$ cat config.mk
export PLATFORM = sky130hd
export DESIGN_NAME = uriscv_core
export DESIGN_NICKNAME = d
export VERILOG_FILES = /design/src/core_pkg.sv /design/src/exec_if.sv /design/src/core_alu.sv /design/src/core_regfile.sv /design/src/core_decode.sv /design/src/core_sequencer.sv /design/src/uriscv_core.sv
export SDC_FILE = /design/constraint.sdc
export NUM_CORES = 2
export LEC_CHECK = 0
export BUFFER_PORTS_ARGS = -buffer_cell sky130_fd_sc_hd__buf_2
export CAP_MARGIN = 30
export CORE_MARGIN = 2
export CORE_UTILIZATION = 54
export DETAILED_ROUTE_END_ITERATION = 8
export PLACE_DENSITY = 0.68
export SYNTH_ARGS = -nofsm -noshare
export SYNTH_HDL_FRONTEND = slang
export SYNTH_SLANG_ARGS = --single-unit
$ cat constraint.sdc
create_clock -name clk_i -period 13.9 [get_ports clk_i]
set_input_delay 2.78 -clock clk_i [delete_from_list [all_inputs] [get_ports clk_i]]
set_output_delay 2.78 -clock clk_i [all_outputs]
set_load 0.05 [all_outputs]
$ cat src/core_pkg.sv
// Shared definitions for the multi-cycle RV32I core
// Widths, sequencer states, ALU operations, opcodes and instruction formats
package core_pkg;

    localparam int XLEN      = 32;
    localparam int REG_IDX_W = 5;

    // PC increment per instruction
    localparam logic [XLEN-1:0] PC_STEP = 32'd4;

    // --------------------
    // Sequencer states
    typedef enum logic [1:0]
    {
        ST_RESET    = 2'd0,
        ST_FETCH_WB = 2'd1,
        ST_EXEC     = 2'd2,
        ST_MEM      = 2'd3
    } state_t;

    // --------------------
    // ALU operations, NONE passes operand a
    typedef enum logic [3:0]
    {
        ALU_NONE = 4'd0,
        ALU_ADD  = 4'd1,
        ALU_SUB  = 4'd2,
        ALU_SLL  = 4'd3,
        ALU_SLT  = 4'd4,
        ALU_SLTU = 4'd5,
        ALU_XOR  = 4'd6,
        ALU_SRL  = 4'd7,
        ALU_SRA  = 4'd8,
        ALU_OR   = 4'd9,
        ALU_AND  = 4'd10
    } alu_op_t;

    // --------------------
    // Major opcodes, instruction bits 6:2
    localparam logic [4:0] OPC_LOAD   = 5'b00000;
    localparam logic [4:0] OPC_OPIMM  = 5'b00100;
    localparam logic [4:0] OPC_AUIPC  = 5'b00101;
    localparam logic [4:0] OPC_STORE  = 5'b01000;
    localparam logic [4:0] OPC_OP     = 5'b01100;
    localparam logic [4:0] OPC_LUI    = 5'b01101;
    localparam logic [4:0] OPC_BRANCH = 5'b11000;
    localparam logic [4:0] OPC_JALR   = 5'b11001;
    localparam logic [4:0] OPC_JAL    = 5'b11011;

    // --------------------
    // One instruction word, four views
    typedef struct packed
    {
        logic [6:0] funct7;
        logic [4:0] rs2;
        logic [4:0] rs1;
        logic [2:0] funct3;
        logic [4:0] rd;
        logic [6:0] opcode;
    } r_fmt_t;

    typedef struct packed
    {
        logic [11:0] imm12;
        logic [4:0]  rs1;
        logic [2:0]  funct3;
        logic [4:0]  rd;
        logic [6:0]  opcode;
    } i_fmt_t;

    typedef struct packed
    {
        logic [6:0] imm_hi;
        logic [4:0] rs2;
        logic [4:0] rs1;
        logic [2:0] funct3;
        logic [4:0] imm_lo;
        logic [6:0] opcode;
    } s_fmt_t;

    typedef struct packed
    {
        logic [19:0] imm20;
        logic [4:0]  rd;
        logic [6:0]  opcode;
    } u_fmt_t;

    typedef union packed
    {
        r_fmt_t r_fmt;
        i_fmt_t i_fmt;
        s_fmt_t s_fmt;
        u_fmt_t u_fmt;
    } inst_t;

endpackage

$ cat src/exec_if.sv
// Decoded execute controls, from the decoder to the sequencer
// All fields are combinational and follow the current instruction word
`timescale 1ns/10ps

interface exec_if
    import core_pkg::*;
();

    // ALU operation and operands
    alu_op_t                alu_op;
    logic [XLEN-1:0]        alu_a;
    logic [XLEN-1:0]        alu_b;

    // Writeback target
    logic                   write_rd;
    logic [REG_IDX_W-1:0]   rd;

    // Memory access kind
    logic                   is_load;
    logic                   is_store;

    // Control flow
    logic                   take_branch;
    logic [XLEN-1:0]        branch_target;

    // Data request, address not yet aligned
    logic [XLEN-1:0]        mem_addr;
    logic [XLEN-1:0]        mem_wdata;

    modport dec
    (
        output alu_op, alu_a, alu_b, write_rd, rd, is_load, is_store,
        output take_branch, branch_target, mem_addr, mem_wdata
    );

    modport seq
    (
        input alu_op, alu_a, alu_b, write_rd, rd, is_load, is_store,
        input take_branch, branch_target, mem_addr, mem_wdata
    );

endinterface

$ cat src/core_alu.sv
// Integer ALU
// Ten RV32I operations on the registered operands, purely combinational
`timescale 1ns/10ps

module core_alu
    import core_pkg::*;
(
    input  alu_op_t         op_i,
    input  logic [XLEN-1:0] a_i,
    input  logic [XLEN-1:0] b_i,
    output logic [XLEN-1:0] result_o
);

    // Shift amount from low bits of b
    logic [4:0] shamt;

    assign shamt = b_i[4:0];

    always_comb
    begin
        case (op_i)
            ALU_ADD:  result_o = a_i + b_i;
            ALU_SUB:  result_o = a_i - b_i;
            ALU_SLL:  result_o = a_i << shamt;
            ALU_SRL:  result_o = a_i >> shamt;
            // Sign bit replicated into the vacated bits
            ALU_SRA:  result_o = $unsigned($signed(a_i) >>> shamt);
            // Compares return 0 or 1
            ALU_SLT:  result_o = {31'd0, $signed(a_i) < $signed(b_i)};
            ALU_SLTU: result_o = {31'd0, a_i < b_i};
            ALU_XOR:  result_o = a_i ^ b_i;
            ALU_OR:   result_o = a_i | b_i;
            ALU_AND:  result_o = a_i & b_i;
            // NONE and anything unknown pass a through
            default:  result_o = a_i;
        endcase
    end

endmodule

$ cat src/core_regfile.sv
// Register file, 32 x 32 bits
// Two combinational read ports, one write port, x0 reads as zero
`timescale 1ns/10ps

module core_regfile
    import core_pkg::*;
(
    input  logic                 clk_i,
    input  inst_t                inst_i,
    input  logic                 wr_en_i,
    input  logic [REG_IDX_W-1:0] wr_idx_i,
    input  logic [XLEN-1:0]      wr_data_i,
    output logic [XLEN-1:0]      rs1_val_o,
    output logic [XLEN-1:0]      rs2_val_o
);

    logic [XLEN-1:0] regs [32];

    // Write lands at the next edge
    always_ff @(posedge clk_i)
    begin
        if (wr_en_i)
            regs[wr_idx_i] <= wr_data_i;
    end

    // Source indexes sit at the same bits in every format
    // Entry 0 is never written, so force zero on read
    assign rs1_val_o = (inst_i.r_fmt.rs1 == '0) ? '0 : regs[inst_i.r_fmt.rs1];
    assign rs2_val_o = (inst_i.r_fmt.rs2 == '0) ? '0 : regs[inst_i.r_fmt.rs2];

endmodule

$ cat src/core_decode.sv
// Instruction decoder
// Opcode class, immediates, ALU operands, branch compare and memory request
`timescale 1ns/10ps

module core_decode
    import core_pkg::*;
(
    input  inst_t           inst_i,
    input  logic [XLEN-1:0] pc_i,
    input  logic [XLEN-1:0] rs1_val_i,
    input  logic [XLEN-1:0] rs2_val_i,
    exec_if.dec             ex
);

    logic [4:0]      opc;
    logic [2:0]      funct3;
    logic [6:0]      funct7;

    // Opcode classes
    logic type_load, type_opimm, type_auipc, type_store, type_op;
    logic type_lui, type_branch, type_jalr, type_jal;
    logic type_alu_op;

    // Immediates per format
    logic [XLEN-1:0] imm_i, imm_s, imm_u, imm_b, imm_j;

    logic            branch_cond;
    logic [XLEN-1:0] jalr_sum;

    // --------------------
    // Classify
    assign opc    = inst_i.r_fmt.opcode[6:2];
    assign funct3 = inst_i.r_fmt.funct3;
    assign funct7 = inst_i.r_fmt.funct7;

    assign type_load   = (opc == OPC_LOAD);
    assign type_opimm  = (opc == OPC_OPIMM);
    assign type_auipc  = (opc == OPC_AUIPC);
    assign type_store  = (opc == OPC_STORE);
    assign type_op     = (opc == OPC_OP);
    assign type_lui    = (opc == OPC_LUI);
    assign type_branch = (opc == OPC_BRANCH);
    assign type_jalr   = (opc == OPC_JALR);
    assign type_jal    = (opc == OPC_JAL);

    // Only base ALU encodings, others act as no-ops
    assign type_alu_op = type_op && ((funct7 == 7'b0000000) || (funct7 == 7'b0100000));

    // --------------------
    // Immediates
    assign imm_i = {{20{inst_i.i_fmt.imm12[11]}}, inst_i.i_fmt.imm12};
    assign imm_s = {{20{inst_i.s_fmt.imm_hi[6]}}, inst_i.s_fmt.imm_hi, inst_i.s_fmt.imm_lo};
    assign imm_u = {inst_i.u_fmt.imm20, 12'd0};

    // B format reuses the S fields, bit 7 moves up to imm[11]
    assign imm_b = {{19{inst_i.s_fmt.imm_hi[6]}}, inst_i.s_fmt.imm_hi[6],
                    inst_i.s_fmt.imm_lo[0], inst_i.s_fmt.imm_hi[5:0],
                    inst_i.s_fmt.imm_lo[4:1], 1'b0};

    // J format scrambles the U field
    assign imm_j = {{11{inst_i.u_fmt.imm20[19]}}, inst_i.u_fmt.imm20[19],
                    inst_i.u_fmt.imm20[7:0], inst_i.u_fmt.imm20[8],
                    inst_i.u_fmt.imm20[18:9], 1'b0};

    // --------------------
    // ALU operand table
    always_comb
    begin
        ex.alu_op = ALU_NONE;
        ex.alu_a  = rs1_val_i;
        ex.alu_b  = rs2_val_i;

        if (type_alu_op || type_opimm)
        begin
            // Immediate form takes b from imm12
            if (type_opimm)
                ex.alu_b = imm_i;

            case (funct3)
                // Bit 30 selects SUB only for register form
                3'b000:  ex.alu_op = (type_op && funct7[5]) ? ALU_SUB : ALU_ADD;
                3'b001:  ex.alu_op = ALU_SLL;
                3'b010:  ex.alu_op = ALU_SLT;
                3'b011:  ex.alu_op = ALU_SLTU;
                3'b100:  ex.alu_op = ALU_XOR;
                3'b101:  ex.alu_op = funct7[5] ? ALU_SRA : ALU_SRL;
                3'b110:  ex.alu_op = ALU_OR;
                default: ex.alu_op = ALU_AND;
            endcase
        end
        else if (type_lui)
        begin
            ex.alu_op = ALU_ADD;
            ex.alu_a  = '0;
            ex.alu_b  = imm_u;
        end
        else if (type_auipc)
        begin
            ex.alu_op = ALU_ADD;
            ex.alu_a  = pc_i;
            ex.alu_b  = imm_u;
        end
        else if (type_jal || type_jalr)
        begin
            // Return address
            ex.alu_op = ALU_ADD;
            ex.alu_a  = pc_i;
            ex.alu_b  = PC_STEP;
        end
    end

    // Word accesses only
    assign ex.is_load  = type_load && (funct3 == 3'b010);
    assign ex.is_store = type_store && (funct3 == 3'b010);

    // Load data replaces the ALU result later
    assign ex.rd       = inst_i.r_fmt.rd;
    assign ex.write_rd = (type_alu_op || type_opimm || type_lui || type_auipc
                          || type_jal || type_jalr || ex.is_load)
                         && (inst_i.r_fmt.rd != '0);

    // --------------------
    // Branch compare
    always_comb
    begin
        case (funct3)
            3'b000:  branch_cond = (rs1_val_i == rs2_val_i);
            3'b001:  branch_cond = (rs1_val_i != rs2_val_i);
            3'b100:  branch_cond = ($signed(rs1_val_i) < $signed(rs2_val_i));
            3'b101:  branch_cond = ($signed(rs1_val_i) >= $signed(rs2_val_i));
            3'b110:  branch_cond = (rs1_val_i < rs2_val_i);
            3'b111:  branch_cond = (rs1_val_i >= rs2_val_i);
            default: branch_cond = 1'b0;
        endcase
    end

    assign jalr_sum = rs1_val_i + imm_i;

    assign ex.take_branch = (type_branch && branch_cond) || type_jal || type_jalr;

    // JALR clears bit 0 of the sum
    always_comb
    begin
        if (type_jalr)
            ex.branch_target = {jalr_sum[XLEN-1:1], 1'b0};
        else if (type_jal)
            ex.branch_target = pc_i + imm_j;
        else
            ex.branch_target = pc_i + imm_b;
    end

    // --------------------
    // Load/store address and store data
    assign ex.mem_addr  = rs1_val_i + (type_store ? imm_s : imm_i);
    assign ex.mem_wdata = rs2_val_i;

endmodule

$ cat src/core_sequencer.sv
// Core sequencer
// Four-state FSM, PC, registered ALU inputs, writeback and data requests
`timescale 1ns/10ps

module core_sequencer
    import core_pkg::*;
(
    input  logic                 clk_i,
    input  logic                 rst_i,
    input  logic [XLEN-1:0]      reset_vector_i,
    input  logic                 inst_valid_i,
    input  logic                 inst_accept_i,
    input  logic                 mem_d_accept_i,
    input  logic                 mem_d_ack_i,
    input  logic [XLEN-1:0]      mem_d_data_rd_i,
    exec_if.seq                  ex,
    output logic                 fetch_o,
    output logic [XLEN-1:0]      pc_o,
    output logic                 rf_wr_en_o,
    output logic [REG_IDX_W-1:0] rf_wr_idx_o,
    output logic [XLEN-1:0]      rf_wr_data_o,
    output logic [XLEN-1:0]      mem_d_addr_o,
    output logic [XLEN-1:0]      mem_d_data_wr_o,
    output logic                 mem_d_rd_o,
    output logic [3:0]           mem_d_wr_o
);

    state_t               state_q;
    state_t               state_d;
    logic [XLEN-1:0]      pc_q;

    // Registered ALU inputs
    alu_op_t              alu_op_q;
    logic [XLEN-1:0]      alu_a_q;
    logic [XLEN-1:0]      alu_b_q;

    // Pending writeback
    logic [REG_IDX_W-1:0] rd_q;
    logic                 rd_wr_en_q;

    // Data request
    logic [XLEN-1:0]      mem_addr_q;
    logic [XLEN-1:0]      mem_data_q;
    logic                 mem_rd_q;
    logic [3:0]           mem_wr_q;

    logic                 exec_fire;
    logic                 load_done;

    // Instruction word arrives in execute
    assign exec_fire = (state_q == ST_EXEC) && inst_valid_i;
    assign load_done = (state_q == ST_MEM) && mem_d_ack_i;

    // --------------------
    // Next state
    always_comb
    begin
        state_d = state_q;

        case (state_q)
            ST_RESET:
                state_d = ST_FETCH_WB;
            ST_FETCH_WB:
            begin
                if (inst_accept_i)
                    state_d = ST_EXEC;
            end
            ST_EXEC:
            begin
                if (inst_valid_i)
                    state_d = (ex.is_load || ex.is_store) ? ST_MEM : ST_FETCH_WB;
            end
            default:
            begin
                // Wait for the data access to finish
                if (mem_d_ack_i)
                    state_d = ST_FETCH_WB;
            end
        endcase
    end

    always_ff @(posedge clk_i)
    begin
        if (rst_i)
            state_q <= ST_RESET;
        else
            state_q <= state_d;
    end

    // --------------------
    // PC update
    always_ff @(posedge clk_i)
    begin
        if (rst_i || (state_q == ST_RESET))
            pc_q <= reset_vector_i;
        else if (exec_fire)
            pc_q <= ex.take_branch ? ex.branch_target : pc_q + PC_STEP;
    end

    assign fetch_o = (state_q == ST_FETCH_WB);
    assign pc_o    = pc_q;

    // --------------------
    // ALU control and writeback enable
    always_ff @(posedge clk_i)
    begin
        if (rst_i)
        begin
            alu_op_q   <= ALU_NONE;
            rd_wr_en_q <= 1'b0;
        end
        else if (load_done)
            alu_op_q   <= ALU_NONE;
        else if (exec_fire)
        begin
            alu_op_q   <= ex.alu_op;
            rd_wr_en_q <= ex.write_rd;
        end
        // Write only in the first fetch cycle
        else if (state_q == ST_FETCH_WB)
            rd_wr_en_q <= 1'b0;
    end

    // Operands and destination
    always_ff @(posedge clk_i)
    begin
        if (load_done)
            alu_a_q <= mem_d_data_rd_i;
        else if (exec_fire)
        begin
            alu_a_q <= ex.alu_a;
            alu_b_q <= ex.alu_b;
            rd_q    <= ex.rd;
        end
    end

    core_alu u_alu
    (
        .op_i     (alu_op_q),
        .a_i      (alu_a_q),
        .b_i      (alu_b_q),
        .result_o (rf_wr_data_o)
    );

    assign rf_wr_en_o  = rd_wr_en_q && (state_q == ST_FETCH_WB);
    assign rf_wr_idx_o = rd_q;

    // --------------------
    // Data request, held until accepted
    always_ff @(posedge clk_i)
    begin
        if (rst_i)
        begin
            mem_rd_q <= 1'b0;
            mem_wr_q <= 4'b0000;
        end
        else if (exec_fire)
        begin
            mem_rd_q <= ex.is_load;
            mem_wr_q <= {4{ex.is_store}};
        end
        else if (mem_d_accept_i)
        begin
            mem_rd_q <= 1'b0;
            mem_wr_q <= 4'b0000;
        end
    end

    // Word aligned address and store data
    always_ff @(posedge clk_i)
    begin
        if (exec_fire)
        begin
            mem_addr_q <= {ex.mem_addr[XLEN-1:2], 2'b00};
            mem_data_q <= ex.mem_wdata;
        end
    end

    assign mem_d_addr_o    = mem_addr_q;
    assign mem_d_data_wr_o = mem_data_q;
    assign mem_d_rd_o      = mem_rd_q;
    assign mem_d_wr_o      = mem_wr_q;

endmodule

$ cat src/uriscv_core.sv
// Multi-cycle RV32I core, top level
// Connects decoder, register file and sequencer to the memory ports
`timescale 1ns/10ps

module uriscv_core
    import core_pkg::*;
(
    input  logic            clk_i,
    input  logic            rst_i,
    input  logic [XLEN-1:0] reset_vector_i,

    // Instruction fetch
    output logic            mem_i_rd_o,
    output logic [XLEN-1:0] mem_i_pc_o,
    input  logic            mem_i_accept_i,
    input  logic            mem_i_valid_i,
    input  logic [XLEN-1:0] mem_i_inst_i,

    // Data access
    output logic [XLEN-1:0] mem_d_addr_o,
    output logic [XLEN-1:0] mem_d_data_wr_o,
    output logic            mem_d_rd_o,
    output logic [3:0]      mem_d_wr_o,
    input  logic [XLEN-1:0] mem_d_data_rd_i,
    input  logic            mem_d_accept_i,
    input  logic            mem_d_ack_i
);

    logic [XLEN-1:0]      pc_w;
    logic [XLEN-1:0]      rs1_val_w;
    logic [XLEN-1:0]      rs2_val_w;
    logic                 rf_wr_en_w;
    logic [REG_IDX_W-1:0] rf_wr_idx_w;
    logic [XLEN-1:0]      rf_wr_data_w;

    // Decoded controls for the current word
    exec_if ex_bus ();

    core_regfile u_regfile
    (
        .clk_i     (clk_i),
        .inst_i    (mem_i_inst_i),
        .wr_en_i   (rf_wr_en_w),
        .wr_idx_i  (rf_wr_idx_w),
        .wr_data_i (rf_wr_data_w),
        .rs1_val_o (rs1_val_w),
        .rs2_val_o (rs2_val_w)
    );

    core_decode u_decode
    (
        .inst_i    (mem_i_inst_i),
        .pc_i      (pc_w),
        .rs1_val_i (rs1_val_w),
        .rs2_val_i (rs2_val_w),
        .ex        (ex_bus.dec)
    );

    // Fetch request and PC come from the sequencer
    core_sequencer u_sequencer
    (
        .clk_i           (clk_i),
        .rst_i           (rst_i),
        .reset_vector_i  (reset_vector_i),
        .inst_valid_i    (mem_i_valid_i),
        .inst_accept_i   (mem_i_accept_i),
        .mem_d_accept_i  (mem_d_accept_i),
        .mem_d_ack_i     (mem_d_ack_i),
        .mem_d_data_rd_i (mem_d_data_rd_i),
        .ex              (ex_bus.seq),
        .fetch_o         (mem_i_rd_o),
        .pc_o            (pc_w),
        .rf_wr_en_o      (rf_wr_en_w),
        .rf_wr_idx_o     (rf_wr_idx_w),
        .rf_wr_data_o    (rf_wr_data_w),
        .mem_d_addr_o    (mem_d_addr_o),
        .mem_d_data_wr_o (mem_d_data_wr_o),
        .mem_d_rd_o      (mem_d_rd_o),
        .mem_d_wr_o      (mem_d_wr_o)
    );

    assign mem_i_pc_o = pc_w;

endmodule

### After elaboration in Yosys (flattened, before gate mapping)

Memories as Yosys holds them, arrays and structs flattened.
Cells that the tools add are included.

* $add $sub $neg: 7
* multiply operators: 0
* divide/modulo/power cells: 0
* $lt $le $gt $ge: 6
* equality and inequality tests: 33
* shift operators: 3
* multiplexer cells: 41
* bitwise operators: 4
* reductions and logical operators: 37

Operator list (number)
* $mux W32: 18
* $pmux W32 S10: 1
* $add A32 B32 Y32: 5
* $lt A32 B32 Y1: 4
* $ge A32 B32 Y1: 2
* $add A32 B3 Y32 const B: 1
* $and A32 B32 Y32: 1
* $eq A32 B32 Y1: 1
* $ne A32 B32 Y1: 1
* $or A32 B32 Y32: 1
* $shl A32 B5 Y32: 1
* $shr A32 B5 Y32: 1
* $sshr A32 B5 Y32: 1
* $sub A32 B32 Y32: 1
* $xor A32 B32 Y32: 1
* $pmux W4 S7: 1
* $mux W4: 6
* $eq A4 B3 Y1 const B: 4
* $eq A5 B4 Y1 const B: 3
* $eq A5 B5 Y1 const B: 3
* $logic_not A5 Y1: 3
* $eq A3 B3 Y1 const B: 4
* $eq A4 B4 Y1 const B: 3
* $logic_or A1 B1 Y1: 12
* 26 further kinds: 52

* bits in registers: 175
* bits in latches: 0
* memory bits (writable): 1024
* bits in read-only memories: 0
* input port bits: 102
* output and inout bits: 102
* logic and storage cells: 143
* memories kept: 1

Memory list
* u_regfile.regs: words 32, width 32, rd ports 2, clocked after memory_dff 0, wr ports 1, line core_regfile.sv:17 `logic [XLEN-1:0] regs [32];`

### Logic depth before layout (Yosys ltp)

* depth after elaboration: 11
* gate-level depth with buffers: 22
* depth with buffers taken out: 17

### Cells and area by module

Synthesis repeated with hierarchy kept, for this count alone.

* cells, all modules: 5184
* area, all modules: 69223.9 um2

By module, submodules not included
* core_regfile: times used 1, cells each 2400, area an instance 46960.0 um2, seq. area each 30749.5 um2
* core_alu: times used 1, cells each 1282, area an instance 8687.1 um2, seq. area each 0.0 um2
* core_sequencer: times used 1, cells each 520, area an instance 6984.2 um2, seq. area each 5074.9 um2
* core_decode: times used 1, cells each 982, area an instance 6592.6 um2, seq. area each 0.0 um2

### Worst setup path before layout

No wires, ideal clock.

* path kind: input to register
* start: input mem_i_inst_i[15]
* end: register u_sequencer.pc_q[12], in the netlist u_sequencer.pc_o[12] (data pin)
* library setup time: 0.267 ns
* data arrival time: 7.551 ns
* data required time: 13.633 ns
* path slack: 6.082 ns
* cell stages on the path: 22
* path buffers: 7
* cell sequence: buf_2 -> buf_4 -> buf_2 -> buf_1 -> buf_2 -> mux4_2 -> mux4_2 -> mux2i_1 -> nor2_1 -> ha_1 -> a21o_1 -> nand3_1 -> a21oi_1 -> or4_1 -> a31oi_1 -> mux2i_1 -> a21oi_1 -> clkbuf_1 -> buf_1 -> nand2_1 -> o311ai_0 -> nand2_1

* cells in the longest elaborated chain, start to end: 10
* elaborated cells on any way between the ends: 18
* classes of those cells: add/sub (1); order compare (4); eq/ne (2); mux (6); reduce/logical (4); memory (1)

Ends and longest elaborated chain
* from (decl): line uriscv_core.sv:17 `input logic [XLEN-1:0] mem_i_inst_i,`
* $mem_v2 Z32 W32 / $logic_not A5 Y1 (equally long branches)
* $mux W32 (*): line core_regfile.sv:28 `assign rs1_val_o = (inst_i.r_fmt.rs1 == '0) ? '0 : regs[inst_i.r_fmt.rs1];`
* $ge A32 B32 Y1, or another cell as far along: line core_decode.sv:132 `3'b111: branch_cond = (rs1_val_i >= rs2_val_i);`
* $pmux W1 S6: line core_decode.sv:126 `case (funct3)`
* $logic_and A1 B1 Y1: line core_decode.sv:139 `assign ex.take_branch = (type_branch && branch_cond) || type_jal || type_jalr;`
* $logic_or A1 B1 Y1 (2 in a row): line core_decode.sv:139
* $mux W32 (*): line core_sequencer.sv:97 `pc_q <= ex.take_branch ? ex.branch_target : pc_q + PC_STEP;`
* $mux W32 (*): line core_sequencer.sv:96 `else if (exec_fire)`
* $mux W32 (*): line core_sequencer.sv:94 `if (rst_i || (state_q == ST_RESET))`
* to (signal assigned): line core_sequencer.sv:95 `pc_q <= reset_vector_i;`
* to (signal assigned): line core_sequencer.sv:97
* to (decl): line core_sequencer.sv:30 `logic [XLEN-1:0] pc_q;`

Every way passes the cells marked *; elsewhere a longest branch is shown, timed or not. The select of a mux whose other input is x is not followed.
A chain may end at the register's enable or synchronous reset.

### Worst setup path after layout

* start: input mem_i_inst_i[15]
* end: register u_sequencer.pc_q[28], in the netlist u_sequencer.pc_o[28] (data pin)

* cells in the longest elaborated chain, start to end: 10
* elaborated cells on any way between the ends: 20
* classes of those cells: add/sub (2); order compare (4); eq/ne (2); mux (7); reduce/logical (4); memory (1)

Ends and longest elaborated chain (line)
* $mem_v2 Z32 W32 / $logic_not A5 Y1 (equally long branches)
* $mux W32: core_regfile.sv:28
* $ge A32 B32 Y1, or another cell as far along: core_decode.sv:132
* $pmux W1 S6: core_decode.sv:126
* $logic_and A1 B1 Y1: core_decode.sv:139
* $logic_or A1 B1 Y1 (2 in a row): core_decode.sv:139
* $mux W32 (*): core_sequencer.sv:97
* $mux W32 (*): core_sequencer.sv:96
* $mux W32 (*): core_sequencer.sv:94

Marks and branches as above.

==> metrics.txt <==
# TYPE chip_impl_metric gauge
chip_impl_info{name="outcome",value="finished clean"} 1
chip_impl_info{name="tritoncts",value="built"} 1
chip_impl_metric{name="die_h",unit="µm"} 360.7
chip_impl_metric{name="route.detailed.drc",unit=""} 0
chip_impl_info{name="crit_path_cell_trace",value="buf_8 -> buf_12 -> mux4_2 -> mux4_2 -> mux2i_1 -> nor2_1 -> ha_1 -> nand4_1 -> nor4_1 -> nand3b_1 -> xor2_1 -> a2111oi_0 -> a21oi_4 -> buf_4 -> nand2b_1 -> a21oi_1 -> a21oi_1"} 1
chip_impl_metric{name="globalplace.congestion",unit=""} 0.9786
chip_impl_info{name="final_common_cell",value="sky130_fd_sc_hd__edfxtp_1"} 1
chip_impl_metric{name="routed_wirelength",unit="µm"} 233100
chip_impl_metric{name="maximum_ir_drop_on_the_vdd_rail",unit="V"} 0.0001111
chip_impl_metric{name="max_slew.worst_pin.slew",unit="ns"} 1.043
chip_impl_metric{name="synth-seq-area-share",unit="%"} 52.13
chip_impl_metric{name="first_pass_grt_wire_length",unit="µm"} 332900
chip_impl_metric{name="global_route_congestion_overflow_total",unit=""} 0
chip_impl_metric{name="port-buffer-count",unit=""} 199
chip_impl_info{name="regToRegStartpoint",value="u_regfile.regs[18][7]"} 1
chip_impl_metric{name="syn_avg_cell_area",unit="µm²"} 14.46
chip_impl_metric{name="synthCells",unit=""} 4754
chip_impl_metric{name="syn_area",unit="mm²"} 0.06872
chip_impl_info{name="worstSetupStartpoint",value="mem_i_inst_i[15]"} 1
chip_impl_metric{name="power.density_cell_area",unit="mW/mm²"} 126.3
chip_impl_metric{name="grt_antenna_before_repair",unit=""} 18
chip_impl_metric{name="worst-path-buf-inv",unit=""} 3
chip_impl_metric{name="drt-wirelength-per-cell",unit="µm"} 35.18
chip_impl_metric{name="clk_pin_slew_worst_paths",unit="ns"} 0.07
chip_impl_metric{name="numCtsBuffers",unit=""} 120
chip_impl_metric{name="h-tree-depth",unit=""} 3
chip_impl_metric{name="start_util",unit="%"} 54.59
chip_impl_metric{name="arrival",unit="ns"} 9.57
chip_impl_metric{name="crit_path_max_incr_delay",unit="ns"} 0.71
chip_impl_metric{name="design_power_total",unit="mW"} 9.634
chip_impl_metric{name="drt_iter0_markers",unit=""} 6448
chip_impl_info{name="unrepaired_setup_endpoints_after_global_routing",value="false"} 1
chip_impl_info{name="dominantRegCellSynth",value="sky130_fd_sc_hd__edfxtp_1"} 1
chip_impl_metric{name="first_global_vias",unit=""} 46560
chip_impl_metric{name="detail_route.vias_per_cell",unit=""} 7.233
chip_impl_metric{name="fp.dieArea",unit="mm²"} 0.1301
chip_impl_metric{name="tritoncts_sink_count",unit=""} 1196
chip_impl_metric{name="worst-r2r-setup-slack",unit="ns"} 7.75
chip_impl_metric{name="cp_num_cells",unit=""} 17
chip_impl_metric{name="grt_start_max_net_pins",unit=""} 94
chip_impl_info{name="worst_setup_path_endpoint",value="u_sequencer.pc_o[28]"} 1
chip_impl_metric{name="post_cts_buffers",unit=""} 0
chip_impl_metric{name="timing.final.setup_violations",unit=""} 0
chip_impl_info{name="cpLargestDelayFamily",value="simple AND/OR/NAND/NOR gates"} 1
chip_impl_metric{name="coreArea",unit="mm²"} 0.1259
chip_impl_metric{name="synthToLayoutAreaGrowth",unit="%"} 10.96
chip_impl_info{name="cts-root-buf",value="sky130_fd_sc_hd__clkbuf_16"} 1
chip_impl_metric{name="critical_path_required",unit="ns"} 14.41
chip_impl_metric{name="synth_enable_flop_cells",unit=""} 1187
chip_impl_metric{name="timing.critical_path.fanout_max",unit=""} 91
chip_impl_info{name="hp-class",value="register to register"} 1
chip_impl_metric{name="leakagePower",unit="nW"} 26.04
chip_impl_metric{name="finalHoldViolations",unit=""} 0
chip_impl_metric{name="max_freq",unit="MHz"} 110.4
chip_impl_info{name="worst_r2r_dst",value="u_sequencer.pc_o[28]"} 1
chip_impl_metric{name="post_cts.resized_instances",unit=""} 0
chip_impl_info{name="layout_common_cells",value="sky130_fd_sc_hd__edfxtp_1 (1187), sky130_fd_sc_hd__mux4_2 (685), sky130_fd_sc_hd__nor2_1 (381)"} 1
chip_impl_metric{name="antenna_left",unit=""} 0
chip_impl_metric{name="period_share",unit="%"} 65.19
chip_impl_metric{name="dpl.hpwl",unit="µm"} 149400
chip_impl_metric{name="netlist-cell-type-count",unit=""} 90
chip_impl_metric{name="synth_async_sr_flop_share",unit="%"} 0
chip_impl_metric{name="tns",unit="ns"} 0
chip_impl_metric{name="hold_fix_buffer_count_after_cts",unit=""} 0
chip_impl_info{name="critical_path.endpoint_type",value="register"} 1
chip_impl_metric{name="die_w",unit="µm"} 360.7
chip_impl_info{name="start_kind",value="input pin"} 1
chip_impl_metric{name="nets",unit=""} 5175
chip_impl_metric{name="fin_crit",unit="ns"} 9.062
chip_impl_metric{name="io_pins",unit=""} 204
chip_impl_metric{name="drt_pass1_iterations",unit=""} 6
chip_impl_metric{name="stdcell_count",unit=""} 6627
chip_impl_metric{name="timing.reg2reg.worst_path_depth",unit=""} 15
chip_impl_metric{name="worst_skew_pair.late_latency",unit="ns"} 0.77
chip_impl_metric{name="cts_buffer_depth",unit=""} 3
chip_impl_metric{name="grt_usage",unit="%"} 35.67
chip_impl_metric{name="routed-via-count",unit=""} 47930
chip_impl_metric{name="yosys_warnings",unit=""} 0
chip_impl_metric{name="yosys_register_bits",unit=""} 1196
chip_impl_metric{name="drv.max_cap_violation_count",unit=""} 0
chip_impl_metric{name="site_row_count",unit=""} 130
chip_impl_metric{name="skew",unit="ns"} 0.04635
chip_impl_metric{name="slew_viol_final",unit=""} 0
chip_impl_info{name="worstSetupPathType",value="input pin to register"} 1
chip_impl_metric{name="timing.max_slew.rel_slack",unit="%"} 30.22
chip_impl_metric{name="place_inst",unit=""} 6396
chip_impl_info{name="crit_path_top_delay_cell",value="sky130_fd_sc_hd__a2111oi_0"} 1
chip_impl_metric{name="hold_slack",unit="ns"} 0.5333
chip_impl_metric{name="drive_gt1_share",unit="%"} 26.87
## flip-flops by register name, summed over array words and instances, names as in the netlist, 2 cells and up
name,count
u_sequencer.mem_d_addr_o,30
u_sequencer.state_q,2
u_sequencer.alu_a_q,32
u_sequencer.mem_d_data_wr_o,32
u_regfile.regs,1024
u_sequencer.alu_op_q,4
u_sequencer.alu_b_q,32
u_sequencer.pc_o,32
u_sequencer.rf_wr_idx_o,5
## stage by stage
stage          setup slack, ns  cell area (µm²)  util (%)
2_1_floorplan            6.082            68720         -
3_3_place_gp             4.140            72030     57.21
3_5_place_dp             4.109            72140     57.30
4_1_cts                  4.881            76200     60.53
5_1_grt                  4.430            76250     60.56
6_report                 4.838            76250     60.57
## worst min path at each step
stage	end	cells after the start	start	slack [ns]
after floorplan	u_sequencer.state_q[1]	2	u_sequencer.state_q[1]	0.49
after global placement	u_sequencer.state_q[1]	2	u_sequencer.state_q[1]	0.51
after detailed placement	u_sequencer.state_q[1]	2	u_sequencer.state_q[1]	0.52
after CTS	u_sequencer.state_q[1]	2	u_sequencer.state_q[1]	0.53
after global routing	u_sequencer.state_q[1]	2	u_sequencer.state_q[1]	0.55
final	u_sequencer.state_q[1]	2	u_sequencer.state_q[1]	0.53
## report_power, final
part | switching, mW | total, mW | internal [mW]
registers | 0.129 | 4.25 | 4.13
clock network | 1.45 | 3.36 | 1.91
logic | 1.32 | 2.02 | 0.706
total | 2.89 | 9.63 | 6.74
## worst register-to-register path: cells and delay by family, from the launching register on
kind | cells | cell delay (ns)
compound gates | 4 | 1.21
xor+xnor | 1 | 0.18
fa+ha+maj | 1 | 0.44
buf+inv | 1 | 0.31
flops | 1 | 0.42
mux | 3 | 1.66
simple gates | 5 | 1.69
## Yosys cell counts (all sizes together) (7+ instances only)
cell type     n  area share [%]
nand3b        9           0.098
a211oi       34            0.37
nand3        78            0.57
mux4        685              22
a31oi        26            0.24
xnor2        68            0.87
xor2         44            0.56
nor4         20            0.18
nand2       228             1.2
or4           8           0.087
a22o         27            0.34
a22oi        25            0.27
nor3         61            0.44
a32oi         9            0.11
o21bai       27            0.29
a221oi       56            0.72
a221o        20            0.29
nand4        29            0.26
a21oi       246             1.8
or2          14            0.13
mux2i       116             1.7
inv         157            0.86
o21a         10            0.11
a31o          8            0.10
edfxtp     1187              52
a2111oi      12            0.15
o2111ai      14            0.18
clkbuf      249             1.4
nor2b        20            0.18
o22ai        19            0.17
ha          199             3.6
a21o         67            0.73
nor2        418             2.3
buf         104            0.68
o211ai       16            0.17
o221ai        7           0.089
dfxtp         9            0.26
nand2b       26            0.24
or3          16            0.15
and2         14            0.13
o31ai        19            0.22
and3         21            0.19
o21ai       213             1.6
mux2         16            0.26
## area by class of cell
class                      instances  area (µm²)
tap                             1650        2064
sequential                      1196       35820
antenna                            4       10.01
timing repair buffer             346        2320
inverter                         158       593.1
multi-input combinational       3048       31380
clock inverter                    94       996.0
fill                            9475       49640
clock buffer                     131        3065
## layer usage
| layer | global-route usage (%) | wire, µm |
|---|---|---|
| met4 | 19.19 | 14540 |
| met3 | 7.082 | 23880 |
| met5 | 0 | 83 |
| met1 | 46.15 | 83590 |
| met2 | 57.26 | 111000 |
## cell families (layout without fill, tap and decap cells)
logic type,after synthesis,in the layout,synth area share (%)
flip-flops,1196,1196,52.13
AND/OR/NAND/NOR,992,992,6.567
AO/OA/AOI/OAI,922,922,8.827
multiplexers,817,817,24.40
buffers and inverters,511,729,2.902
adder cells (fa/ha/maj),203,203,3.740
XOR/XNOR,112,112,1.427
other,1,6,0.005457
Note: power is estimated with default switching activity, not from simulation.
